## src/itlb_pkg.sv

```systemverilog
/*
 * Sv39 instruction TLB definitions
 * Address widths, page and privilege encodings, and the channel structs
 * between the instruction cache, the L1 TLB and the second-level TLB
 */

`default_nettype none

package itlb_pkg;

  // Address widths
  localparam int unsigned XLEN      = 64;
  localparam int unsigned VADDR_LEN = 39;
  localparam int unsigned PADDR_LEN = 56;

  // Sv39 page geometry
  localparam int unsigned PAGE_OFFSET_LEN = 12;
  localparam int unsigned VPN_FIELD_LEN   = 9;
  localparam int unsigned PPN2_LEN        = PADDR_LEN - PAGE_OFFSET_LEN - 2 * VPN_FIELD_LEN;

  typedef logic [15:0]                 asid_t;
  typedef logic [PADDR_LEN-1:0]        paddr_t;
  typedef logic [VPN_FIELD_LEN-1:0]    vpn_field_t;
  typedef logic [PAGE_OFFSET_LEN-1:0]  page_offset_t;
  typedef logic [XLEN-VADDR_LEN-1:0]   vaddr_upper_t;

  // Index 2 is the most significant field
  typedef vpn_field_t [2:0] vpn_t;

  typedef struct packed {
    logic [PPN2_LEN-1:0]      p2;
    logic [VPN_FIELD_LEN-1:0] p1;
    logic [VPN_FIELD_LEN-1:0] p0;
  } ppn_t;

  // Upper bits must repeat bit 38 for a canonical address
  typedef struct packed {
    vaddr_upper_t upper;
    vpn_t         vpn;
    page_offset_t page_offset;
  } vaddr_t;

  // M is never translated
  typedef enum logic [1:0] {U = 2'b00, S = 2'b01, M = 2'b11} priv_e;
  typedef enum logic [1:0] {KibiPage, MebiPage, GibiPage} page_e;
  typedef enum logic [1:0] {NoException, PageFault, AccessFault} exception_e;
  typedef enum logic [2:0] {NoFlush, FlushAll, FlushAsid, FlushPage, FlushAsidPage} flush_e;
  typedef enum logic [1:0] {CuIdle, CuL2Req, CuL2Wait} cu_state_e;

  // Instruction cache channels
  typedef struct packed {
    logic   valid;
    vaddr_t vaddr;
  } icache_req_t;

  typedef struct packed {
    logic       valid;
    logic       hit;
    paddr_t     paddr;
    exception_e exception;
  } icache_resp_t;

  // Second-level TLB channels
  typedef struct packed {
    logic valid;
    vpn_t vpn;
  } l2_req_t;

  typedef struct packed {
    logic       valid;
    ppn_t       ppn;
    page_e      page_type;
    logic       g_bit;
    logic       u_bit;
    exception_e exception;
  } l2_resp_t;

  // One TLB entry, size given by the mebi and gibi flags
  typedef struct packed {
    logic  valid;
    vpn_t  vpn;
    ppn_t  ppn;
    asid_t asid;
    logic  glob;
    logic  user;
    logic  mebi;
    logic  gibi;
  } itlb_entry_t;

endpackage

`default_nettype wire

```

## src/itlb_ctrl.sv

```systemverilog
/*
 * Combinational control of the L1 instruction TLB
 * Flush mask, response handshake, exception register and fill strobes
 */

`default_nettype none

module itlb_ctrl import itlb_pkg::*; #(
  parameter int unsigned N_ENTRIES = 8
) (
  input  logic                          tlb_cond_ready_i,
  input  logic                          waiting_i,
  input  flush_e                        flush_type_i,
  input  asid_t                         flush_asid_i,
  input  vpn_t                          flush_page_i,
  input  itlb_entry_t [N_ENTRIES-1:0]   entries_i,
  input  logic                          req_valid_i,
  input  logic                          hit_i,
  input  exception_e                    exception_i,
  input  logic                          l2_resp_valid_i,
  input  exception_e                    l2_resp_exception_i,
  output logic                          flush_o,
  output logic [N_ENTRIES-1:0]          flush_vec_o,
  output logic                          req_ready_o,
  output logic                          resp_valid_o,
  output logic                          exc_reg_en_o,
  output logic                          exc_reg_clr_o,
  output logic                          replace_o
);

  logic [N_ENTRIES-1:0] asid_match;
  logic [N_ENTRIES-1:0] page_match;
  logic                 can_answer;
  logic                 l2_answer;

  always_comb begin
    for (int k = 0; k < N_ENTRIES; k++) begin
      // Global entries survive ASID flushes
      asid_match[k] = (entries_i[k].asid == flush_asid_i) && !entries_i[k].glob;
      // Page compare at the entry's own granularity
      if (entries_i[k].gibi) begin
        page_match[k] = entries_i[k].vpn[2] == flush_page_i[2];
      end else if (entries_i[k].mebi) begin
        page_match[k] = entries_i[k].vpn[2:1] == flush_page_i[2:1];
      end else begin
        page_match[k] = entries_i[k].vpn == flush_page_i;
      end
      case (flush_type_i)
        FlushAll:      flush_vec_o[k] = 1'b1;
        FlushAsid:     flush_vec_o[k] = asid_match[k];
        FlushPage:     flush_vec_o[k] = page_match[k];
        FlushAsidPage: flush_vec_o[k] = asid_match[k] && page_match[k];
        default:       flush_vec_o[k] = 1'b0;
      endcase
    end
  end

  // Flushes only act while idle
  assign flush_o = tlb_cond_ready_i && (flush_type_i != NoFlush);

  // Idle and either a hit or some fault to report
  assign can_answer   = tlb_cond_ready_i && (hit_i || (exception_i != NoException));
  assign req_ready_o  = can_answer;
  assign resp_valid_o = can_answer && req_valid_i;

  // Pending exception is consumed by the response that reports it
  assign exc_reg_clr_o = resp_valid_o && (exception_i != NoException);

  // Second-level answer accepted in the wait state
  assign l2_answer    = waiting_i && l2_resp_valid_i;
  assign replace_o    = l2_answer && (l2_resp_exception_i == NoException);
  assign exc_reg_en_o = l2_answer && (l2_resp_exception_i != NoException);

endmodule

`default_nettype wire

```

## src/itlb_cu.sv

```systemverilog
/*
 * Moore control unit of the L1 instruction TLB
 * Sequences a miss through the second-level request and its answer
 */

`default_nettype none

module itlb_cu import itlb_pkg::*; (
  input  logic clk_i,
  input  logic rst_ni,
  input  logic abort_i,
  input  logic vmem_on_i,
  input  logic req_valid_i,
  input  logic vaddr_fault_i,
  input  logic hit_i,
  input  logic l2_req_ready_i,
  input  logic l2_resp_valid_i,
  output logic cond_ready_o,
  output logic l2_req_valid_o,
  output logic l2_resp_ready_o,
  output logic waiting_o
);

  cu_state_e state_q;
  cu_state_e state_d;

  // Next state
  always_comb begin
    state_d = state_q;
    case (state_q)
      CuIdle: begin
        // Only a clean miss goes to the second level
        if (!abort_i && vmem_on_i && req_valid_i && !vaddr_fault_i && !hit_i) begin
          state_d = CuL2Req;
        end
      end
      CuL2Req: begin
        if (abort_i) begin
          state_d = CuIdle;
        end else if (l2_req_ready_i) begin
          state_d = CuL2Wait;
        end
      end
      CuL2Wait: begin
        // Answer taken here since ready is high in this state
        if (abort_i || l2_resp_valid_i) begin
          state_d = CuIdle;
        end
      end
      default: begin
        state_d = CuIdle;
      end
    endcase
  end

  always_ff @(posedge clk_i or negedge rst_ni) begin
    if (!rst_ni) begin
      state_q <= CuIdle;
    end else begin
      state_q <= state_d;
    end
  end

  // Outputs from the state alone
  always_comb begin
    cond_ready_o    = 1'b0;
    l2_req_valid_o  = 1'b0;
    l2_resp_ready_o = 1'b0;
    waiting_o       = 1'b0;
    case (state_q)
      CuIdle: begin
        // Hit or fault can be answered at once
        cond_ready_o = 1'b1;
      end
      CuL2Req: begin
        l2_req_valid_o = 1'b1;
      end
      CuL2Wait: begin
        l2_resp_ready_o = 1'b1;
        waiting_o       = 1'b1;
      end
      default: begin
        cond_ready_o = 1'b0;
      end
    endcase
  end

endmodule

`default_nettype wire

```

## src/itlb_l1.sv

```systemverilog
/*
 * L1 instruction TLB for Sv39, fully associative
 * Zero-latency hit path for a virtually indexed, physically tagged cache,
 * misses are served by the second-level TLB
 */

`default_nettype none

module itlb_l1 import itlb_pkg::*; #(
  parameter int unsigned N_ENTRIES = 8
) (
  input  logic         clk_i,
  input  logic         rst_ni,
  input  priv_e        priv_mode_i,
  input  asid_t        base_asid_i,
  input  flush_e       flush_type_i,
  input  asid_t        flush_asid_i,
  input  vpn_t         flush_page_i,
  input  logic         vmem_on_i,
  input  logic         abort_i,
  input  icache_req_t  ic_areq_i,
  output logic         ic_areq_ready_o,
  output icache_resp_t ic_aresp_o,
  output l2_req_t      l2_req_o,
  input  logic         l2_req_ready_i,
  input  l2_resp_t     l2_resp_i,
  output logic         l2_resp_ready_o
);

  localparam int unsigned IDX_W = $clog2(N_ENTRIES);

  // Effective request, zero while translation is off
  logic        req_valid;
  vaddr_t      vaddr;

  // Entry array
  logic [N_ENTRIES-1:0]        valid_q;
  itlb_entry_t [N_ENTRIES-1:0] entry_q;
  itlb_entry_t [N_ENTRIES-1:0] entries;
  itlb_entry_t                 fill_entry;

  // Compare and select
  logic [N_ENTRIES-1:0] page_hit;
  logic [N_ENTRIES-1:0] hit_vec;
  logic [IDX_W-1:0]     hit_idx;
  logic                 hit;
  itlb_entry_t          hit_entry;
  paddr_t               tlb_paddr;

  // Exceptions
  logic       vaddr_fault;
  logic       req_fault;
  logic       perm_fault;
  exception_e exception_q;
  exception_e eff_exception;

  // Control links
  logic                 cond_ready;
  logic                 waiting;
  logic                 l2_req_valid;
  logic                 flush;
  logic [N_ENTRIES-1:0] flush_vec;
  logic                 replace;
  logic [N_ENTRIES-1:0] replace_vec;
  logic                 exc_reg_en;
  logic                 exc_reg_clr;
  logic                 ctrl_ready;
  logic                 ctrl_resp_valid;

  assign req_valid = vmem_on_i ? ic_areq_i.valid : 1'b0;
  assign vaddr     = vmem_on_i ? ic_areq_i.vaddr : '0;

  // Bits 63..39 must all copy bit 38
  assign vaddr_fault = vaddr.upper != {(XLEN-VADDR_LEN){vaddr.vpn[2][VPN_FIELD_LEN-1]}};

  // A reported L2 fault ends the request without starting a new miss
  assign req_fault = vaddr_fault || (exception_q != NoException);

  // Loaded by a faulting second-level answer
  always_ff @(posedge clk_i or negedge rst_ni) begin
    if (!rst_ni) begin
      exception_q <= NoException;
    end else if (exc_reg_clr) begin
      exception_q <= NoException;
    end else if (exc_reg_en) begin
      exception_q <= l2_resp_i.exception;
    end
  end

  // Canonical fault, then L2 fault, then U/S permission
  always_comb begin
    if (vaddr_fault) begin
      eff_exception = PageFault;
    end else if (exception_q != NoException) begin
      eff_exception = exception_q;
    end else if (perm_fault) begin
      eff_exception = PageFault;
    end else begin
      eff_exception = NoException;
    end
  end

  // Valid bits flush and fill, payload only on fill
  always_ff @(posedge clk_i or negedge rst_ni) begin
    if (!rst_ni) begin
      valid_q <= '0;
    end else if (flush) begin
      valid_q <= valid_q & ~flush_vec;
    end else if (replace) begin
      valid_q <= valid_q | replace_vec;
    end
  end

  always_ff @(posedge clk_i) begin
    for (int k = 0; k < N_ENTRIES; k++) begin
      if (replace && replace_vec[k]) begin
        entry_q[k] <= fill_entry;
      end
    end
  end

  // New entry built from the held request and the L2 answer
  always_comb begin
    fill_entry       = '0;
    fill_entry.valid = 1'b1;
    fill_entry.vpn   = vaddr.vpn;
    fill_entry.ppn   = l2_resp_i.ppn;
    fill_entry.asid  = base_asid_i;
    fill_entry.glob  = l2_resp_i.g_bit;
    fill_entry.user  = l2_resp_i.u_bit;
    fill_entry.mebi  = l2_resp_i.page_type == MebiPage;
    fill_entry.gibi  = l2_resp_i.page_type == GibiPage;
  end

  // Compare every entry at its page granularity
  always_comb begin
    hit_idx = '0;
    for (int k = 0; k < N_ENTRIES; k++) begin
      entries[k]       = entry_q[k];
      entries[k].valid = valid_q[k];
      if (entries[k].gibi) begin
        page_hit[k] = vaddr.vpn[2] == entries[k].vpn[2];
      end else if (entries[k].mebi) begin
        page_hit[k] = vaddr.vpn[2:1] == entries[k].vpn[2:1];
      end else begin
        page_hit[k] = vaddr.vpn == entries[k].vpn;
      end
      hit_vec[k] = entries[k].valid && page_hit[k]
                && ((entries[k].asid == base_asid_i) || entries[k].glob);
      if (hit_vec[k]) begin
        hit_idx = IDX_W'(k);
      end
    end
  end

  assign hit       = |hit_vec;
  assign hit_entry = entries[hit_idx];

  // User page from S, or supervisor page from U; M always passes
  assign perm_fault = hit && ((hit_entry.user && (priv_mode_i == S))
                           || (!hit_entry.user && (priv_mode_i == U)));

  // Superpages keep the low VPN fields untranslated
  always_comb begin
    if (hit_entry.gibi) begin
      tlb_paddr = {hit_entry.ppn.p2, vaddr.vpn[1], vaddr.vpn[0], vaddr.page_offset};
    end else if (hit_entry.mebi) begin
      tlb_paddr = {hit_entry.ppn.p2, hit_entry.ppn.p1, vaddr.vpn[0], vaddr.page_offset};
    end else begin
      tlb_paddr = {hit_entry.ppn, vaddr.page_offset};
    end
  end

  // Pass-through while translation is off
  always_comb begin
    if (vmem_on_i) begin
      ic_areq_ready_o      = ctrl_ready;
      ic_aresp_o.valid     = ctrl_resp_valid;
      ic_aresp_o.hit       = hit;
      ic_aresp_o.paddr     = tlb_paddr;
      ic_aresp_o.exception = eff_exception;
    end else begin
      ic_areq_ready_o      = 1'b1;
      ic_aresp_o.valid     = ic_areq_i.valid;
      ic_aresp_o.hit       = 1'b1;
      ic_aresp_o.paddr     = ic_areq_i.vaddr[PADDR_LEN-1:0];
      ic_aresp_o.exception = NoException;
    end
  end

  assign l2_req_o.valid = l2_req_valid;
  assign l2_req_o.vpn   = vaddr.vpn;

  itlb_nru #(
    .N_ENTRIES(N_ENTRIES)
  ) itlb_nru_i (
    .clk_i        (clk_i),
    .rst_ni       (rst_ni),
    .valid_vec_i  (valid_q),
    .hit_vec_i    (hit_vec),
    .req_valid_i  (req_valid),
    .replace_i    (replace),
    .replace_vec_o(replace_vec)
  );

  itlb_cu itlb_cu_i (
    .clk_i          (clk_i),
    .rst_ni         (rst_ni),
    .abort_i        (abort_i),
    .vmem_on_i      (vmem_on_i),
    .req_valid_i    (req_valid),
    .vaddr_fault_i  (req_fault),
    .hit_i          (hit),
    .l2_req_ready_i (l2_req_ready_i),
    .l2_resp_valid_i(l2_resp_i.valid),
    .cond_ready_o   (cond_ready),
    .l2_req_valid_o (l2_req_valid),
    .l2_resp_ready_o(l2_resp_ready_o),
    .waiting_o      (waiting)
  );

  itlb_ctrl #(
    .N_ENTRIES(N_ENTRIES)
  ) itlb_ctrl_i (
    .tlb_cond_ready_i   (cond_ready),
    .waiting_i          (waiting),
    .flush_type_i       (flush_type_i),
    .flush_asid_i       (flush_asid_i),
    .flush_page_i       (flush_page_i),
    .entries_i          (entries),
    .req_valid_i        (req_valid),
    .hit_i              (hit),
    .exception_i        (eff_exception),
    .l2_resp_valid_i    (l2_resp_i.valid),
    .l2_resp_exception_i(l2_resp_i.exception),
    .flush_o            (flush),
    .flush_vec_o        (flush_vec),
    .req_ready_o        (ctrl_ready),
    .resp_valid_o       (ctrl_resp_valid),
    .exc_reg_en_o       (exc_reg_en),
    .exc_reg_clr_o      (exc_reg_clr),
    .replace_o          (replace)
  );

endmodule

`default_nettype wire

```

## src/itlb_nru.sv

```systemverilog
/*
 * Not-recently-used replacement for the L1 instruction TLB
 * Picks the entry that a fill from the second level overwrites
 */

`default_nettype none

module itlb_nru #(
  parameter int unsigned N_ENTRIES = 8
) (
  input  logic                 clk_i,
  input  logic                 rst_ni,
  input  logic [N_ENTRIES-1:0] valid_vec_i,
  input  logic [N_ENTRIES-1:0] hit_vec_i,
  input  logic                 req_valid_i,
  input  logic                 replace_i,
  output logic [N_ENTRIES-1:0] replace_vec_o
);

  logic [N_ENTRIES-1:0] use_q;
  logic [N_ENTRIES-1:0] use_d;
  logic [N_ENTRIES-1:0] set_vec;
  logic [N_ENTRIES-1:0] use_set;
  logic                 victim_found;

  // Entries touched this cycle, by a hit or by a fill
  assign set_vec = (hit_vec_i & {N_ENTRIES{req_valid_i}})
                 | (replace_vec_o & {N_ENTRIES{replace_i}});
  assign use_set = use_q | set_vec;

  // On saturation only the newest entries stay marked
  assign use_d = (&use_set) ? set_vec : use_set;

  always_ff @(posedge clk_i or negedge rst_ni) begin
    if (!rst_ni) begin
      use_q <= '0;
    end else begin
      use_q <= use_d;
    end
  end

  always_comb begin
    replace_vec_o = '0;
    victim_found  = 1'b0;
    // Free slots are taken first, lowest index wins
    for (int k = 0; k < N_ENTRIES; k++) begin
      if (!valid_vec_i[k] && !victim_found) begin
        replace_vec_o[k] = 1'b1;
        victim_found     = 1'b1;
      end
    end
    // Array full, evict the lowest entry not used lately
    for (int k = 0; k < N_ENTRIES; k++) begin
      if (!use_q[k] && !victim_found) begin
        replace_vec_o[k] = 1'b1;
        victim_found     = 1'b1;
      end
    end
  end

endmodule

`default_nettype wire

```

## config.mk

```make
export PLATFORM = sky130hd
export DESIGN_NAME = itlb_l1
export DESIGN_NICKNAME = d
export VERILOG_FILES = /design/src/itlb_pkg.sv /design/src/itlb_ctrl.sv /design/src/itlb_cu.sv /design/src/itlb_l1.sv /design/src/itlb_nru.sv
export SDC_FILE = /design/constraint.sdc
export NUM_CORES = 1
export LEC_CHECK = 0
export CAP_MARGIN = 0
export CORE_MARGIN = 8
export CORE_UTILIZATION = 50
export CTS_BUF_LIST = sky130_fd_sc_hd__clkbuf_16
export CTS_CLUSTER_SIZE = 28
export DETAILED_ROUTE_END_ITERATION = 8
export DONT_BUFFER_PORTS = 1
export SETUP_SLACK_MARGIN = 0.02
export SLEW_MARGIN = 20
export SYNTH_ARGS = -nofsm -noshare
export SYNTH_HDL_FRONTEND = slang
export SYNTH_SLANG_ARGS = --single-unit
```

## constraint.sdc

```tcl
create_clock -name clk_i -period 18.1 [get_ports clk_i]
set_input_delay 0.905 -clock clk_i [delete_from_list [all_inputs] [get_ports clk_i]]
set_output_delay 0.905 -clock clk_i [all_outputs]
set_load 0.005 [all_outputs]
```

# After elaboration in Yosys (flattened, before gate mapping)
# Cells that the tools add are included.
dict set report word_totals {
  word_cells 412
  input_bits 185
  reg_bits 748
  output_inout_bits 90
}
dict set report classes {
  order_cmp 1
  n_eq_ne 77
  mux 101
  reduce_logical 134
  n_bitwise 7
}
# operator count
set ops {}
lappend ops {{$eq 27x27->1} 16}
lappend ops {{$eq 18x18->1} 16}
lappend ops {{$bmux 92 s3} 1}
lappend ops {{$eq 16x16->1} 16}
lappend ops {{$eq 9x9->1} 16}
lappend ops {{$mux 64} 2}
lappend ops {{$logic_and 1x1->1} 69}
lappend ops {{$mux 1} 69}
lappend ops {{$mux 60} 1}
lappend ops {{$logic_not 1->1} 41}
lappend ops {{$pmux 1 s4} 8}
lappend ops {{$mux 30} 1}
lappend ops {{$ne 25x25->1} 1}
lappend ops {{$and 8x8->8} 3}
lappend ops {{$mux 8} 3}
lappend ops {{$or 8x8->8} 3}
lappend ops {{$mux 21} 1}
lappend ops {{$mux 3} 6}
lappend ops {{$mux 2} 8}
lappend ops {{$logic_or 1x1->1} 12}
lappend ops {{$reduce_bool 2->1} 5}
lappend ops {{$not 8->8} 1}
lappend ops {{$reduce_and 8->1} 1}
lappend ops {{$reduce_or 8->1} 1}
lappend ops {{other kinds (12)} 19}

# Logic depth before layout (Yosys ltp)
dict set report logic_depth {
  word_depth 50
  mapped_depth 20
  ltp_nobuf 13
}

# By module
# A second synthesis with hierarchy kept.
dict set report unflattened {
  hier_cells 2989
  area_unflattened_um2 38109.0
}
# module cells_each instances seq_area_each_um2 area_per_inst_um2
set modules_own_cells {}
lappend modules_own_cells {itlb_l1 2293 1 22111.2 32750.2}
lappend modules_own_cells {itlb_ctrl 575 1 0.0 4400.5}
lappend modules_own_cells {itlb_nru 109 1 200.2 833.3}
lappend modules_own_cells {itlb_cu 12 1 50.0 125.1}

# Least setup slack after synthesis
# OpenSTA, ideal clock, no wires.
dict set report synth_path {
  path_kind {register -> register}
  startpoint {register valid_q[0]}
  endpoint {register itlb_nru_i.use_q[0]}
  required_ns 17.982
  setup_ns 0.118
  path_stages_with_launch 13
  t_arrival_ns 7.160
  slack_ns 10.822
  path_buffers 0
  synth_period_minus_slack_ns 7.278
  path_cell_list {dfrtp_1 -> and3_1 -> and3_1 -> and4_1 -> and4_1 -> and3_1 -> nand2b_1 -> a21oi_1 -> o21bai_1 -> o22a_1 -> o211ai_1 -> o21bai_1 -> a21o_1}
}
dict set report synth_via {
  elab_chain_cells 49
  elab_cells_between_ends 67
  classes_between {mux (31); bitwise (4); reduce/logical (32)}
}
# element line_no
set synth_rtl {}
lappend synth_rtl {{start: declaration} itlb_l1.sv:37} ;# logic [N_ENTRIES-1:0] valid_q;
lappend synth_rtl {{start signal: assignment} itlb_l1.sv:108} ;# valid_q <= valid_q & ~flush_vec;
lappend synth_rtl {{start signal: assignment} itlb_l1.sv:110} ;# valid_q <= valid_q | replace_vec;
lappend synth_rtl {{$mux 1 or $logic_and 1x1->1 (tied branches)} itlb_nru.sv:47} ;# if (!valid_vec_i[k] && !victim_found) begin
lappend synth_rtl {{$mux 1} itlb_nru.sv:47}
lappend synth_rtl {{$logic_not 1->1} itlb_nru.sv:47}
lappend synth_rtl {{$logic_and 1x1->1} itlb_nru.sv:47}
lappend synth_rtl {{$mux 1} itlb_nru.sv:47}
lappend synth_rtl {{$logic_not 1->1} itlb_nru.sv:47}
lappend synth_rtl {{$logic_and 1x1->1} itlb_nru.sv:47}
lappend synth_rtl {{$mux 1} itlb_nru.sv:47}
lappend synth_rtl {{[... 34 more ...]} n/a}
lappend synth_rtl {{$logic_and 1x1->1} itlb_nru.sv:54} ;# if (!use_q[k] && !victim_found) begin
lappend synth_rtl {{$mux 1} itlb_nru.sv:54}
lappend synth_rtl {{$and 8x8->8} itlb_nru.sv:28} ;# | (replace_vec_o & {N_ENTRIES{replace_i}});
lappend synth_rtl {{$or 8x8->8 (*)} itlb_nru.sv:28}
lappend synth_rtl {{$or 8x8->8} itlb_nru.sv:29} ;# assign use_set = use_q | set_vec;
lappend synth_rtl {{$reduce_and 8->1} itlb_nru.sv:32} ;# assign use_d = (&use_set) ? set_vec : use_set;
lappend synth_rtl {{$mux 8 (*)} itlb_nru.sv:32}
lappend synth_rtl {{named net itlb_nru_i.use_d[0]} itlb_nru.sv:21} ;# logic [N_ENTRIES-1:0] use_d;
lappend synth_rtl {{end signal: assignment} itlb_nru.sv:38} ;# use_q <= use_d;
lappend synth_rtl {{end: declaration} itlb_nru.sv:20} ;# logic [N_ENTRIES-1:0] use_q;
# Mark *: on every way through the listed nets, which the timed path passes. The rest lies on a longest branch.
# A chain may end at the register's enable or synchronous reset.

==> impl_metrics.yaml <==
sta:
  slew-limit-headroom: 0.254
  layout_setup_ws_ns: 11.25
  final_hold_viol_count: 0
  finClkSkew_ns: 0.0202
  whs_ns: 0.102
  fin_crit_sh: 0.379
  timing.fmax_mhz: 146
  grt_setup_unrepaired: "false"
  setup_viol: 0
  slew_viol_final: 0
  worst_slew_pin_slew_ns: 1.11
  setup_tns_ns: 0
  period_needed_ns: 6.85
cells_and_area:
  area_delta_synth_final_pct: 7.73
  final_cell_count_no_fill: 4000
  drive_gt1_frac: 0.0846
  nets: 3089
synthesis:
  synth_top_family_by_area: "XOR/XNOR gates"
  synth-xor-area-share: 0.127
  ys_types: 91
  synthCells: 3017
  synth_compound_area_frac: 0.0884
  syn_nets: 3202
  ys_seq_elements: 748
  synth-simple-area-share: 0.0965
  synth-adder-area-share: 0
  ys_async_sr_fraction: 0.0267
  muxShareOfSynthArea: 0.0691
  synth_top_area_share: 0.568
  synth_area_leader_cell: "edfxtp_1"
  synth-edff-count: 728
  avgSynthCellArea_sq_um: 12.8
  synth_area_leaders: "edfxtp_1 57%, xor2_1 8.8%, mux2i_1 4.8%, xnor2_1 3.8%, mux2_2 1.8%"
  netlist_area_sq_um: 38500
  ys_seq_area_frac: 0.581
  yosysWarnings: 0
  ys.flop_type: "edfxtp_1"
critical_path:
  worst-path-buf-inv: 2
  crit_path_cell_trace: "xnor2_1 -> nand4_1 -> nor4_1 -> o221ai_1 -> nor4b_4 -> a21oi_2 -> a211oi_4 -> buf_4 -> buf_4 -> mux2_2 -> o211ai_1 -> a31oi_1"
  startpoint_type: "flop"
  worstPathMaxFanout: 55
  cp_slowest_stage_delay_ns: 0.81
  critPathTopFamily: "buffers and inverters"
  path_class: "flop to primary output"
  crit_path_top_delay_cell: "buf_4"
  rr_worst_depth: 12
  cpMostUsedCell: "buf_4"
  cp.depth: 12
  worstPathArrival_ns: 5.95
  endpoint_kind: "primary output"
  required_ns: 17.19
global_routing:
  antenna_found_initial: 2
  grt_pass1_vias: 24300
  grt_use_total: 0.266
  grt_max_degree: 254
  grt_pass1_wl_um: 170000
  gr-total-overflow: 0
cts:
  clockRootBuffer: "clkbuf_16"
  post-cts-setup-buffer-count: 0
  clock_path_buffers: 3
  cts-resized-gates: 0
  cts_tree: "done"
  hold_buffers: 1
  clk_latency_ns: 0.63
  cts_max_level: 3
  numCtsBuffers: 83
  path_clk_slew_ns: 0.06
  numClockSinks: 748
die:
  ios: 275
  die_height_um: 293
  core-area_sq_um: 76100
  start_util: 0.506
  die_w_um: 293
  rows: 101
  die_area_sq_um: 86100
detailed_routing:
  avgViaCountPerCell: 6.30
  vias: 25200
  drt-initial-drc-count: 2603
  firstDrtPassIters: 8
  wirelength_um: 118000
  drc: 0
  drtAntennaViolNets: 0
  wl_per_cell_um: 29.6
worst_hold_path:
  min_path_type: "input pin to asynchronous set/reset pin"
power_and_ir_drop:
  ir_worst_vdd_mv: 0.0840
  p_leak_nw: 14.0
  powerDensity_nw_per_um2: 88.0
  power_w: 0.00365
place:
  dp_hpwl_um: 78700
  dp_slack_ns: 11.64
  place_congestion: 0.915
  port_buffers: 0
  dpl.cell_count: 3847
job:
  maxCapViolCount: 0
outcome:
  outcome: "finished, final reports clean"
per-layer routing:
layer,track usage,share of wire,routed length (um)
met4,0.0734,0.024,2880
met5,0,0,0
met1,0.372,0.42,50200
met3,0.0673,0.10,11800
met2,0.411,0.45,53300
registers in the layout, summed over array words and instances, names as in the netlist:
signal and flops:
entries 728, itlb_cu_i.state_q 2, exception_q 2, valid_q 8
itlb_nru_i.use_q 8
where the power goes:
part | leakage, nW | internal, W | switching [W] | total [W]
combinational | 6.05 | 0.0000567 | 0.0000760 | 0.000133
sequential | 6.59 | 0.00190 | 0.000000000000170 | 0.00190
clock | 1.32 | 0.000929 | 0.000689 | 0.00162
total | 14.0 | 0.00289 | 0.000765 | 0.00365
final timing paths:
check / slack (ns) / startpoint / to
min: 0.10 / rst_ni / exception_q[0]
max in group asynchronous: 17.81 / rst_ni / valid_q[1]
min reg2reg: 0.53 / itlb_nru_i.use_q[7] / itlb_nru_i.use_q[7]
max reg2reg: 13.59 / entries[72] / itlb_nru_i.use_q[2]
max: 11.25 / entries[385] / ic_aresp_o[46]
min in group clk_i: 0.34 / abort_i / itlb_cu_i.state_q[1]
logic make-up after synthesis:
kind of cell    after synthesis
compound gates              485
xor+xnor                    557
buf+inv                     279
flops                       748
mux                         253
simple gates                695
synthesized netlist by cell type (36+ instances only):
library cell,count
a21oi_1,36
a22oi_1,60
a31oi_1,42
buf_2,59
buf_4,48
clkbuf_1,87
edfxtp_1,728
inv_1,48
mux2_2,61
mux2i_1,185
nand2_1,148
nand3_1,50
nand3b_1,47
nand4_1,54
nor2_1,143
nor3_1,37
nor4_1,104
o211ai_1,55
o21ai_0,84
o22ai_1,61
xnor2_1,169
xor2_1,388
stage by stage:
stage           util  area, sq um
2_1_floorplan      -        38500
3_3_place_gp   0.510        38800
3_5_place_dp   0.510        38800
4_1_cts        0.545        41400
5_1_grt        0.545        41500
6_report       0.545        41500
layout by cell type, fill, tap and decap left out, drive strengths merged, types with 43 or more instances in the layout:
cell    instances
xnor2         169
o22ai          61
a22oi          60
edfxtp        728
nand3b         47
nand2         149
mux2i         187
inv            68
xor2          388
clkbuf         86
a31oi          43
o211ai         55
nor2          144
o21ai          90
nand4          54
mux2           66
nand3          50
nor4          105
final cells by class:
class / count / area, sq um
tap: 1030 / 1290
clock buffer: 86 / 2150
antenna: 2 / 5.00
clock inverter: 63 / 444
multi-input combinational: 1990 / 14800
timing repair buffer: 30 / 250
inverter: 51 / 191
fill: 6329 / 34600
sequential: 748 / 22400
Note: power is estimated with default switching activity, not from simulation.
